<file path="config.mk">
export PLATFORM = sky130hd
export DESIGN_NAME = rv_uart_top
export DESIGN_NICKNAME = d
export VERILOG_FILES = /design/src/rtl/rv_pkg.sv /design/src/rtl/sync_fifo.sv /design/src/rtl/prog_loader.sv /design/src/rtl/rv_fetch_decode.sv /design/src/rtl/rv_execute.sv /design/src/rtl/rv_result.sv /design/src/rtl/rv_uart_top.sv
export VERILOG_INCLUDE_DIRS = /design/src /design/src/rtl
export SDC_FILE = /design/constraint.sdc
export NUM_CORES = 2
export LEC_CHECK = 0
export ABC_CLOCK_PERIOD_IN_PS = 14250
export BUFFER_PORTS_ARGS = -buffer_cell sky130_fd_sc_hd__buf_2
export CAP_MARGIN = 10
export CORE_UTILIZATION = 35
export CTS_CLUSTER_DIAMETER = 30
export DETAILED_ROUTE_END_ITERATION = 7
export GPL_TIMING_DRIVEN = 0
export REMOVE_ABC_BUFFERS = 1
export SETUP_SLACK_MARGIN = 0.2
export SLEW_MARGIN = 20
export SYNTH_ARGS = -nofsm -noshare
export SYNTH_HDL_FRONTEND = slang
export SYNTH_SLANG_ARGS = --single-unit
</file>
<file path="constraint.sdc">
create_clock -name clk -period 14.25 [get_ports clk]
set_clock_uncertainty 0.15 [all_clocks]
set_input_delay 2.1375 -clock clk [delete_from_list [all_inputs] [get_ports clk]]
set_output_delay 2.1375 -clock clk [all_outputs]
set_load 0.05 [all_outputs]
</file>
<file path="src/rtl/rv_config.svh">
`ifndef RV_CONFIG_SVH
`define RV_CONFIG_SVH

// instruction memory depth in 32-bit words
`define RV_IMEM_WORDS 64

// receive byte fifo, power of two
`define RV_RX_DEPTH 8

// store request fifo, power of two
`define RV_ST_DEPTH 4

// mmio store targets
// low byte of the store data goes out on tx
`define RV_MMIO_TX 32'h0000_0400
// low half of the store data lands on the leds
`define RV_MMIO_LED 32'h0000_0404

`endif

</file>
<file path="src/rtl/rv_pkg.sv">
`include "rv_config.svh"

package rv_pkg;

    // word index width of the instruction memory
    localparam int IMEM_AW = $clog2(`RV_IMEM_WORDS);

    typedef logic [7:0] byte_t;
    typedef logic [31:0] word_t;
    typedef logic [4:0] reg_idx_t;

    // major opcodes of the supported subset
    typedef enum logic [6:0] {
        OPC_LUI    = 7'b0110111,
        OPC_OP_IMM = 7'b0010011,
        OPC_OP     = 7'b0110011,
        OPC_STORE  = 7'b0100011,
        OPC_JAL    = 7'b1101111
    } opcode_e;

    typedef enum logic [2:0] {
        ALU_ADD,
        ALU_SUB,
        ALU_AND,
        ALU_OR,
        ALU_XOR,
        ALU_PASS_B
    } alu_op_e;

    // loader to imem, 1 + 6 + 32 bits
    typedef struct packed {
        logic wen;
        logic [IMEM_AW-1:0] addr;
        word_t data;
    } imem_wr_t;

    // fetch/decode to execute
    typedef struct packed {
        logic valid;
        alu_op_e alu_op;
        reg_idx_t rd;
        reg_idx_t rs1;
        reg_idx_t rs2;
        word_t imm;
        logic use_imm;
        logic is_store;
        logic is_jal;
        word_t pc;
    } dec_t;

    // execute to result, also the bypass
    typedef struct packed {
        logic valid;
        reg_idx_t rd;
        word_t value;
        logic is_store;
        word_t st_addr;
        word_t st_data;
    } res_t;

    // one mmio store
    typedef struct packed {
        word_t addr;
        word_t data;
    } st_req_t;

endpackage

</file>
<file path="src/rtl/sync_fifo.sv">
`timescale 1ns/1ns

module sync_fifo #(
    parameter type T = logic [7:0],
    parameter int DEPTH = 4
) (
    input  logic clk,
    input  logic reset,
    input  logic push,
    input  T     din,
    input  logic pop,
    output T     dout,
    output logic empty,
    output logic full
);

    localparam int AW = (DEPTH > 1) ? $clog2(DEPTH) : 1;

    // storage, no reset on the payload
    T mem [DEPTH];
    logic [AW-1:0] wr_ptr;
    logic [AW-1:0] rd_ptr;
    // one bit wider than the pointers so full is distinct
    logic [AW:0] count;

    function automatic logic [AW-1:0] next_ptr(input logic [AW-1:0] ptr);
        return (ptr == AW'(DEPTH - 1)) ? '0 : ptr + 1'b1;
    endfunction

    assign empty = (count == '0);
    assign full = (count == (AW + 1)'(DEPTH));
    // head is always visible, pop just advances
    assign dout = mem[rd_ptr];

    always_ff @(posedge clk)
    begin
        if (push)
        begin
            mem[wr_ptr] <= din;
        end
    end

    always_ff @(posedge clk)
    begin
        if (reset)
        begin
            wr_ptr <= '0;
            rd_ptr <= '0;
            count <= '0;
        end
        else
        begin
            if (push)
                wr_ptr <= next_ptr(wr_ptr);
            if (pop)
                rd_ptr <= next_ptr(rd_ptr);
            // push and pop together leave the count alone
            case ({push, pop})
                2'b10: count <= count + 1'b1;
                2'b01: count <= count - 1'b1;
                default: ;
            endcase
        end
    end

    // producer watches full, consumer watches empty
    assert property (@(posedge clk) disable iff (reset) !(push && full))
        else $error("sync_fifo: push while full");
    assert property (@(posedge clk) disable iff (reset) !(pop && empty))
        else $error("sync_fifo: pop while empty");

endmodule

</file>
<file path="src/rtl/prog_loader.sv">
`timescale 1ns/1ns

module prog_loader (
    input  logic clk,
    input  logic reset,
    input  logic prog,
    input  logic byte_valid,
    input  rv_pkg::byte_t byte_in,
    output rv_pkg::imem_wr_t imem_wr
);
    import rv_pkg::*;

    word_t shift_q;
    logic [1:0] byte_cnt;
    logic [IMEM_AW-1:0] wr_addr;
    logic prog_q;
    logic prog_fall;
    word_t word_next;

    // end of a load, next load starts at word 0
    assign prog_fall = prog_q && !prog;

    // little endian
    // newest byte enters at the top, first byte ends up in [7:0]
    assign word_next = {byte_in, shift_q[31:8]};

    always_ff @(posedge clk)
    begin
        if (byte_valid)
        begin
            shift_q <= word_next;
        end
    end

    always_ff @(posedge clk)
    begin
        if (reset)
        begin
            prog_q <= 1'b0;
            byte_cnt <= '0;
            wr_addr <= '0;
            imem_wr.wen <= 1'b0;
        end
        else
        begin
            prog_q <= prog;
            // write strobe lasts one cycle
            imem_wr.wen <= 1'b0;
            if (prog_fall)
            begin
                byte_cnt <= '0;
                wr_addr <= '0;
            end
            else if (byte_valid)
            begin
                byte_cnt <= byte_cnt + 2'd1;
                // fourth byte completes the word
                if (byte_cnt == 2'd3)
                begin
                    imem_wr.wen <= 1'b1;
                    imem_wr.addr <= wr_addr;
                    imem_wr.data <= word_next;
                    wr_addr <= wr_addr + 1'b1;
                end
            end
        end
    end

endmodule

</file>
<file path="src/rtl/rv_fetch_decode.sv">
`timescale 1ns/1ns
`include "rv_config.svh"

module rv_fetch_decode (
    input  logic clk,
    input  logic reset,
    input  logic run,
    input  logic stall,
    input  logic redirect,
    input  rv_pkg::word_t redirect_pc,
    input  rv_pkg::imem_wr_t imem_wr,
    output rv_pkg::dec_t dec
);
    import rv_pkg::*;

    word_t imem [`RV_IMEM_WORDS];
    word_t pc;
    word_t pc_q;
    word_t instr_q;
    logic fetch_valid_q;

    // instruction fields
    logic [6:0] opcode;
    logic [2:0] funct3;
    logic [6:0] funct7;
    word_t imm_i;
    word_t imm_s;
    word_t imm_u;
    word_t imm_j;

    ////////////////////////////////////////////////////////////
    // imem and pc

    always_ff @(posedge clk)
    begin
        if (imem_wr.wen)
        begin
            imem[imem_wr.addr] <= imem_wr.data;
        end
    end

    // synchronous read, instr_q lags pc by one cycle
    always_ff @(posedge clk)
    begin
        if (reset || !run)
        begin
            pc <= '0;
            fetch_valid_q <= 1'b0;
        end
        else if (!stall)
        begin
            if (redirect)
            begin
                // jal, drop the word behind it
                pc <= redirect_pc;
                fetch_valid_q <= 1'b0;
            end
            else
            begin
                pc <= pc + 32'd4;
                pc_q <= pc;
                instr_q <= imem[pc[IMEM_AW+1:2]];
                fetch_valid_q <= 1'b1;
            end
        end
    end

    ////////////////////////////////////////////////////////////
    // decode

    assign opcode = instr_q[6:0];
    assign funct3 = instr_q[14:12];
    assign funct7 = instr_q[31:25];
    assign imm_i = {{20{instr_q[31]}}, instr_q[31:20]};
    assign imm_s = {{20{instr_q[31]}}, instr_q[31:25], instr_q[11:7]};
    assign imm_u = {instr_q[31:12], 12'b0};
    assign imm_j = {{12{instr_q[31]}}, instr_q[19:12], instr_q[20], instr_q[30:21], 1'b0};

    always_comb
    begin
        dec = '0;
        dec.pc = pc_q;
        dec.rd = instr_q[11:7];
        dec.rs1 = instr_q[19:15];
        dec.rs2 = instr_q[24:20];
        dec.alu_op = ALU_ADD;
        dec.imm = imm_i;
        dec.use_imm = 1'b1;
        case (opcode)
            OPC_LUI:
            begin
                dec.valid = 1'b1;
                dec.alu_op = ALU_PASS_B;
                dec.imm = imm_u;
            end
            OPC_OP_IMM:
            begin
                dec.valid = 1'b1;
                case (funct3)
                    3'b000: dec.alu_op = ALU_ADD;
                    3'b111: dec.alu_op = ALU_AND;
                    3'b110: dec.alu_op = ALU_OR;
                    3'b100: dec.alu_op = ALU_XOR;
                    // shifts and compares not supported
                    default: dec.valid = 1'b0;
                endcase
            end
            OPC_OP:
            begin
                dec.valid = 1'b1;
                dec.use_imm = 1'b0;
                case ({funct7, funct3})
                    10'b0000000_000: dec.alu_op = ALU_ADD;
                    10'b0100000_000: dec.alu_op = ALU_SUB;
                    10'b0000000_111: dec.alu_op = ALU_AND;
                    10'b0000000_110: dec.alu_op = ALU_OR;
                    10'b0000000_100: dec.alu_op = ALU_XOR;
                    default: dec.valid = 1'b0;
                endcase
            end
            OPC_STORE:
            begin
                // sw only, no destination
                dec.valid = (funct3 == 3'b010);
                dec.is_store = 1'b1;
                dec.imm = imm_s;
                dec.rd = '0;
            end
            OPC_JAL:
            begin
                dec.valid = 1'b1;
                dec.is_jal = 1'b1;
                dec.imm = imm_j;
            end
            // anything else is a bubble
            default: dec.valid = 1'b0;
        endcase
        dec.valid = dec.valid && fetch_valid_q;
    end

    // loader owns imem only while the core is held
    assert property (@(posedge clk) disable iff (reset) imem_wr.wen |-> !run)
        else $error("rv_fetch_decode: imem write while running");

endmodule

</file>
<file path="src/rtl/rv_execute.sv">
`timescale 1ns/1ns

module rv_execute (
    input  logic clk,
    input  logic reset,
    input  logic stall,
    input  rv_pkg::dec_t dec,
    input  rv_pkg::word_t rs1_val,
    input  rv_pkg::word_t rs2_val,
    input  rv_pkg::res_t byp,
    output rv_pkg::reg_idx_t rs1,
    output rv_pkg::reg_idx_t rs2,
    output logic redirect,
    output rv_pkg::word_t redirect_pc,
    output rv_pkg::res_t res
);
    import rv_pkg::*;

    word_t op_a;
    word_t rs2_fwd;
    word_t op_b;
    word_t alu_out;
    word_t link;
    res_t res_next;

    // a result that will land in the indexed register
    function automatic logic hit(input res_t r, input reg_idx_t idx);
        return r.valid && !r.is_store && (r.rd != '0) && (r.rd == idx);
    endfunction

    // register reads go to the file in rv_result
    assign rs1 = dec.rs1;
    assign rs2 = dec.rs2;

    ////////////////////////////////////////////////////////////
    // operands, youngest producer wins

    assign op_a = hit(res, dec.rs1) ? res.value :
                  hit(byp, dec.rs1) ? byp.value : rs1_val;
    assign rs2_fwd = hit(res, dec.rs2) ? res.value :
                     hit(byp, dec.rs2) ? byp.value : rs2_val;
    assign op_b = dec.use_imm ? dec.imm : rs2_fwd;

    always_comb
    begin
        case (dec.alu_op)
            ALU_ADD: alu_out = op_a + op_b;
            ALU_SUB: alu_out = op_a - op_b;
            ALU_AND: alu_out = op_a & op_b;
            ALU_OR: alu_out = op_a | op_b;
            ALU_XOR: alu_out = op_a ^ op_b;
            // lui
            default: alu_out = op_b;
        endcase
    end

    // jal, link is pc + 4, target is pc relative
    assign link = dec.pc + 32'd4;
    assign redirect = dec.valid && dec.is_jal && !stall;
    assign redirect_pc = dec.pc + dec.imm;

    always_comb
    begin
        res_next.valid = dec.valid;
        res_next.rd = dec.rd;
        res_next.value = dec.is_jal ? link : alu_out;
        res_next.is_store = dec.is_store;
        // sw address is rs1 + imm through the adder
        res_next.st_addr = alu_out;
        res_next.st_data = rs2_fwd;
    end

    always_ff @(posedge clk)
    begin
        if (reset)
            res.valid <= 1'b0;
        else if (!stall)
            res <= res_next;
    end

endmodule

</file>
<file path="src/rtl/rv_result.sv">
`timescale 1ns/1ns

module rv_result (
    input  logic clk,
    input  logic reset,
    input  logic stall_in,
    input  rv_pkg::res_t res_in,
    input  rv_pkg::reg_idx_t rs1,
    input  rv_pkg::reg_idx_t rs2,
    output rv_pkg::word_t rs1_val,
    output rv_pkg::word_t rs2_val,
    output rv_pkg::res_t byp,
    output logic st_push,
    output rv_pkg::st_req_t st_req,
    input  logic st_full,
    output logic stall
);
    import rv_pkg::*;

    word_t rf [32];
    res_t wb_q;
    logic rf_we;
    logic st_hold;

    // result stage register, held while frozen
    always_ff @(posedge clk)
    begin
        if (reset)
            wb_q.valid <= 1'b0;
        else if (!stall_in)
            wb_q <= res_in;
    end

    // stores carry no destination, x0 is never a target
    assign rf_we = wb_q.valid && !wb_q.is_store && (wb_q.rd != '0);

    // x0 cleared once, the write port never reaches it
    always_ff @(posedge clk)
    begin
        if (reset)
        begin
            rf[0] <= '0;
        end
        else if (rf_we)
        begin
            rf[wb_q.rd] <= wb_q.value;
        end
    end

    // reads see this cycle's write
    assign rs1_val = (rf_we && wb_q.rd == rs1) ? wb_q.value : rf[rs1];
    assign rs2_val = (rf_we && wb_q.rd == rs2) ? wb_q.value : rf[rs2];

    assign byp = wb_q;

    // store issue, freeze everything while the fifo is full
    assign st_hold = wb_q.valid && wb_q.is_store;
    assign st_push = st_hold && !st_full;
    assign stall = st_hold && st_full;
    assign st_req.addr = wb_q.st_addr;
    assign st_req.data = wb_q.st_data;

    // x0 reads zero through the file, so no write ever landed on it
    assert property (@(posedge clk) disable iff (reset)
        ((rs1 == '0) |-> (rs1_val == '0)) and ((rs2 == '0) |-> (rs2_val == '0)))
        else $error("rv_result: x0 read nonzero");

endmodule

</file>
<file path="src/rtl/rv_uart_top.sv">
`timescale 1ns/1ns
`include "rv_config.svh"

module rv_uart_top (
    input  logic clk,
    input  logic reset,
    input  logic prog,
    input  logic rx_pres,
    input  rv_pkg::byte_t rx_dout,
    output logic rx_fifo_full,
    input  logic tx_ready,
    output logic tx_wen,
    output rv_pkg::byte_t tx_dout,
    output logic [15:0] led
);
    import rv_pkg::*;

    byte_t rx_byte;
    logic rx_empty;
    logic rx_pop;
    imem_wr_t imem_wr;
    logic loaded;
    logic run;
    dec_t dec;
    res_t res;
    res_t byp;
    reg_idx_t rs1;
    reg_idx_t rs2;
    word_t rs1_val;
    word_t rs2_val;
    logic redirect;
    word_t redirect_pc;
    logic stall;
    logic st_push;
    logic st_full;
    logic st_empty;
    logic st_pop;
    st_req_t st_req;
    st_req_t st_head;
    logic head_is_tx;
    logic head_is_led;

    ////////////////////////////////////////////////////////////
    // receive and load

    sync_fifo #(.T(byte_t), .DEPTH(`RV_RX_DEPTH)) u_rx_fifo (
        .clk(clk), .reset(reset), .push(rx_pres), .din(rx_dout),
        .pop(rx_pop), .dout(rx_byte), .empty(rx_empty), .full(rx_fifo_full)
    );

    // bytes wait in the fifo until prog is raised
    assign rx_pop = prog && !rx_empty;

    prog_loader u_loader (
        .clk(clk), .reset(reset), .prog(prog), .byte_valid(rx_pop),
        .byte_in(rx_byte), .imem_wr(imem_wr)
    );

    // core idles after reset until a program has been loaded
    always_ff @(posedge clk)
    begin
        if (reset)
            loaded <= 1'b0;
        else if (prog)
            loaded <= 1'b1;
    end
    assign run = loaded && !prog;

    ////////////////////////////////////////////////////////////
    // core

    rv_fetch_decode u_fd (
        .clk(clk), .reset(reset), .run(run), .stall(stall), .redirect(redirect),
        .redirect_pc(redirect_pc), .imem_wr(imem_wr), .dec(dec)
    );

    rv_execute u_ex (
        .clk(clk), .reset(reset), .stall(stall), .dec(dec), .rs1_val(rs1_val),
        .rs2_val(rs2_val), .byp(byp), .rs1(rs1), .rs2(rs2), .redirect(redirect),
        .redirect_pc(redirect_pc), .res(res)
    );

    rv_result u_res (
        .clk(clk), .reset(reset), .stall_in(stall), .res_in(res), .rs1(rs1),
        .rs2(rs2), .rs1_val(rs1_val), .rs2_val(rs2_val), .byp(byp),
        .st_push(st_push), .st_req(st_req), .st_full(st_full), .stall(stall)
    );

    ////////////////////////////////////////////////////////////
    // mmio drain

    sync_fifo #(.T(st_req_t), .DEPTH(`RV_ST_DEPTH)) u_st_fifo (
        .clk(clk), .reset(reset), .push(st_push), .din(st_req),
        .pop(st_pop), .dout(st_head), .empty(st_empty), .full(st_full)
    );

    assign head_is_tx = (st_head.addr == `RV_MMIO_TX);
    assign head_is_led = (st_head.addr == `RV_MMIO_LED);

    // only tx waits on ready, unmapped stores are dropped
    assign st_pop = !st_empty && (!head_is_tx || tx_ready);
    assign tx_wen = st_pop && head_is_tx;
    assign tx_dout = st_head.data[7:0];

    always_ff @(posedge clk)
    begin
        if (reset)
            led <= '0;
        else if (st_pop && head_is_led)
            led <= st_head.data[15:0];
    end

endmodule

</file>
* After elaboration in Yosys (flattened, before gate mapping)
Memories as Yosys holds them, arrays and structs flattened. A register that Yosys moved wholly into a read port is not among the register bits.
Cells that the tools add are included.
** Storage, ports and cells
- Register bits after elaboration :: 385
- Bits in writable memories :: 3392
- Output and inout bits :: 26
- Memories kept :: 4
** Memories
- u_fd.imem :: depth 64, width 32, rd ports 1, clocked after Yosys merged registers in 1, write ports 1, RTL line rv_fetch_decode.sv:16 : word_t imem [`RV_IMEM_WORDS];
- u_res.rf :: depth 32, width 32, rd ports 2, clocked after Yosys merged registers in 0, write ports 1, RTL line rv_result.sv:20 : word_t rf [32];
- u_st_fifo.mem :: depth 4, width 64, rd ports 1, clocked after Yosys merged registers in 1, write ports 1, RTL line sync_fifo.sv:20 : T mem [DEPTH];
- u_rx_fifo.mem :: depth 8, width 8, rd ports 1, clocked after Yosys merged registers in 1, write ports 1, RTL line sync_fifo.sv:20
** Cells by class
- $add $sub $neg :: 15
- Equality and inequality tests :: 34
- Muxes and demuxes :: 43
- Bitwise gates (word level) :: 9
- Reductions and logical operators :: 50
** Operator list (number)
- 32-bit 2-to-1 mux :: 8
- 32-bit one-hot mux with 5 select lines :: 1
- 31-bit one-hot mux with 3 select lines :: 1
- 32-bit by 3-bit adder with 32-bit output (second input constant) :: 2
- 32-bit adder :: 2
- 32-bit by 11-bit equality test with 1-bit output (second input constant) :: 2
- 39-bit 2-to-1 mux :: 1
- 32-bit AND :: 1
- 32-bit OR :: 1
- 32-bit OR reduction :: 1
- 32-bit subtractor :: 1
- 32-bit XOR :: 1
- 10-bit by 3-bit equality test with 1-bit output (second input constant) :: 3
- 3-bit equality test (second input constant) :: 7
- 7-bit by 6-bit equality test with 1-bit output (second input constant) :: 3
- 5-bit equality test :: 4
- 1-bit logical AND :: 20
- 3-bit one-hot mux with 3 select lines :: 2
- 1-bit 2-to-1 mux :: 17
- 3-bit 2-to-1 mux :: 4
- 3-bit one-hot mux with 4 select lines :: 1
- 10-bit by 9-bit equality test with 1-bit output (second input constant) :: 1
- 2-bit equality test (second input constant) :: 5
- 10-bit logical NOT :: 1
- 31 further kinds :: 61

* Depth between registers and ports, before layout
- Word-level depth :: 10
- Gate-level depth with buffers :: 32
- Gate-level depth less buffers :: 27

* Hierarchy
From an unflattened synthesis, not the netlist that was laid out.
** Second synthesis, totals
- Cells, all modules :: 8536
- Area, all modules :: 161562.5 µm²
** Modules (own cells, without submodules)
- rv_fetch_decode :: times used 1, cells each 3899, area an instance 82654.3 µm²
- rv_result :: times used 1, cells each 2409, area an instance 50444.6 µm²
- rv_execute :: times used 1, cells each 1484, area an instance 12439.4 µm²
- sync_fifo at u_st_fifo :: times used 1, cells each 382, area an instance 9758.1 µm²
- sync_fifo at u_rx_fifo :: times used 1, cells each 166, area an instance 3128.0 µm²
- prog_loader :: times used 1, cells each 107, area an instance 2272.2 µm²
- rv_uart_top :: times used 1, cells each 89, area an instance 865.8 µm²

* Worst setup path after synthesis
Ideal clock, no wire load.
- Path kind :: input to register
- From :: input port reset
- To :: register, netlist name u_ex.res[0]
- Library setup time :: 0.707 ns
- Arrival :: 9.698 ns
- Slack :: 3.695 ns
- Cell stages on the path :: 3
- Buffers on the path :: 2
- Cell sequence :: clkbuf_1 > buf_1 > nor2_1
** Between the ends
- Cells in the longest elaborated chain, start to end :: 2
** Ends and longest elaborated chain
- from (decl) :: RTL line rv_uart_top.sv:6 : input logic reset,
- 1-bit inverter (no source line)
- 2-bit AND reduction (no source line)
Every way passes these cells.
A chain may end at the register's enable or synchronous reset.

==> run summary <==
P_sw: 5727 uW
post-DP HPWL: 306.1 mm
worst path arrival time: 10.13 ns
first-pass GRT wire length: 637.6 mm
Final min period: 9.687 ns
Worst-Skew Late Latency: 0.95 ns
status: finished clean
worst-path maximum fanout: 14
die area: 448,400 um2
internal power: 21,510 uW
Tot GR Track Use: 19.49%
starting density of the core: 35.24%
clock buffer depth: 4
initial antenna violation count: 19
sequential power share: 44.3%
CTS tree: yes
Leakage: 0.06425 uW
Worst Tran Pin Value: 1.117 ns
pwr/cell area: 141.0 nW/um2
largest net degree at the start of global routing: 49
placed inst area: 173,100 um2
Core ar.: 442,700 um2
RSZ-0062 raised after global routing: false
top_reg_cell synth: edfxtp_1
Total Routed Length: 446.5 mm
Worst path max stage delay: 0.71 ns
Syn Area/Cell: 20.07 um2
io pins: 39
flop and latch count out of synthesis: 3,710
WL/cell: 30.02 um
distinct cell type count after synthesis: 97
CTS Buf Count: 579
Worst setup startpoint: u_fd.instr_q[22]$_DFFE_PP_
Hold Vio Cnt, Final: 0
post-synth top area cell: edfxtp_1
ys async rst share: 0%
Max Clock Freq: 0.1032 GHz
Comb pwr share: 2.7%
top-count cell post-synth: edfxtp_1
PostCTS Resize Cnt: 0
sequential share of the synthesized area: 70.88%
synthesized area: 156,000 um2
top cells by area, synth: edfxtp_1 70%, mux4_2 18%, mux2i_1 1.2%
Setup-failing EPs final: 0
Net Sw Frac: 21.03%
via count: 84,991
maximum VDD drop: 0.1075 mV
max_cap viols: 0
Routed Antenna Nets: 0
top post-synthesis cells by count: 3,626 x edfxtp_1, 1,238 x mux4_2, 334 x nor2_1
clock slew at reported path FFs: 0.06 ns
Final Cell Area: 193,100 um2
worst r2r src: u_fd.instr_q[22]$_DFFE_PP_
row cnt: 244
Final #Nets: 8,655
final period utilization: 67.98%
die height: 669.6 um
layout cells sized above 1: 33.34%
RePlAce Congestion: 0.8773
max_slew headroom: 23.42%
Hold Buf Count CTS: 0
H-tree depth: 6
number of setup buffers added after CTS: 0
port bufs: 38
Clock power frac: 53.1%
final core occ: 43.62%
DIE WIDTH: 669.6 um
crit path kind: flip-flop to flip-flop
CTS Sinks: 3,710
worst path required time: 14.69 ns
Setup WS post-layout: 4.563 ns
worst hold start: u_ex.res[37]$_DFFE_PP_
vias per cell: 5.714
worst min path class: flip-flop to flip-flop
root buf cell: clkbuf_16
initial drt markers: 10,413
cell mode on critical path: buf_8
vias in the first global route: 86,753
YS warnings: 0
CP endpoint kind: flip-flop
number of synthesized flops with an enable pin: 3,626
GRT overflow: 0
synth-to-layout area growth: 23.77%
Slowest-stage cell, CP: a2111oi_2
worst slack at placement: 4.794 ns
Max Slew Vio Count: 0
Hold Worst Slack: 0.2603 ns
drt drc: 0
TritonRoute pass-1 iters: 8
Cells after Synth: 7,773
post-synth top area share: 69.80%
startpoint types: flip-flop
## final timing paths
kind / slack (ns) / cells past startpoint / endpoint
hold / removal: 0.26 / 0 / u_res.byp[37]$_DFFE_PP_
hold reg to reg: 0.26 / 0 / u_res.byp[37]$_DFFE_PP_
setup / recovery: 4.56 / 35 / u_ex.res[94]$_DFFE_PP_
setup reg to reg: 4.56 / 35 / u_ex.res[94]$_DFFE_PP_
## placed cells by master, fill, tap and decap left out, types with 41 or more instances in the layout
cell,instances
clkinv_1,61
xor2_1,55
xnor2_1,89
a22oi_1,60
and2_1,46
nand2_1,267
nor2_4,101
clkbuf_16,586
nor2_1,225
clkinvlp_4,49
o21ai_0,156
clkbuf_1,58
inv_6,55
bufinv_16,87
buf_8,191
a21o_1,51
ha_1,144
a21oi_1,186
mux2i_1,186
buf_2,49
edfxtp_1,3626
mux4_2,1238
buf_12,117
clkinv_2,77
dfxtp_1,75
nand3_1,71
o21a_1,41
buf_16,177
inv_1,108
nor3_1,43
## cell families after synthesis
kind of cell | Yosys count | share of synthesized area, %
AOI/OAI and AO/OA | 756 | 3.204
xor gates and xnor gates | 144 | 0.8085
adders and majority gates | 148 | 1.206
buffers and inverters | 567 | 1.627
DFF | 3710 | 70.88
muxes | 1445 | 19.22
and+or+nand+nor | 1003 | 3.056
## critical path, delay by kind of cell, from the launching register on
family | cells | cell delay (ns)
xor gates and xnor gates | 2 | 0.34
adders and majority gates | 1 | 0.39
DFF | 1 | 0.48
AOI/OAI and AO/OA | 15 | 4.38
muxes | 1 | 0.31
buffers and inverters | 13 | 2.44
and+or+nand+nor | 3 | 0.83
## power by group through the flow
stage	combinational [uW]	clock (uW)	sequential, uW
finish	727	14500	12100
global route	773	15100	12100
floorplan	547	0	12300
CTS	732	14600	12100
detailed placement	728	0	12300
global placement	775	0	12400
## stage by stage
| stage | instances | setup TNS (ns) | total power, uW |
|---|---|---|---|
| 2_1_floorplan | 7319 | -799.19 | 12830 |
| 3_3_place_gp | 13261 | -2453.12 | 13140 |
| 3_5_place_dp | 13815 | 0 | 13000 |
| 4_1_cts | 14865 | 0 | 27400 |
| 5_1_grt | 14867 | 0 | 27900 |
| 6_report | 14873 | 0 | 27230 |
## sequential cells by signal, summed over array words and instances (netlist names), 2 cells and up, named ones only
| register | cells |
|---|---|
| u_res.byp | 87 |
| u_fd.pc | 32 |
| u_fd.instr_q | 32 |
| u_st_fifo.mem | 192 |
| u_loader.imem_wr | 39 |
| u_fd.pc_q | 32 |
| u_loader.byte_cnt | 2 |
| u_loader.shift_q | 24 |
| u_res.rf | 1024 |
| u_st_fifo.wr_ptr | 2 |
| u_rx_fifo.count | 4 |
| u_fd.imem | 2048 |
| u_rx_fifo.wr_ptr | 3 |
| u_rx_fifo.mem | 64 |
| led | 16 |
| u_st_fifo.count | 3 |
| u_loader.wr_addr | 6 |
| u_rx_fifo.rd_ptr | 3 |
| u_ex.res | 87 |
| u_st_fifo.rd_ptr | 2 |
## routing by layer
metal	global-route usage (%)	vias to the layer above	part of all wire (%)
met2	31.79	4420	49
met5	0	-	0.0063
met3	3.622	922	8.3
met4	8.503	4	4.8
met1	25.54	45390	38
li1	-	34255	-
## area by class of cell
type / count / area (um2)
inverters: 113 / 424.2
well taps: 5904 / 7387
fillers: 37152 / 249600
clock inverters: 400 / 4992
clock buffers: 650 / 14960
flip-flops and latches: 3710 / 110600
repair buffers: 594 / 10860
multi-input cells: 3496 / 43840
diodes: 6 / 15.01
Power figures use the tool's default switching activity.
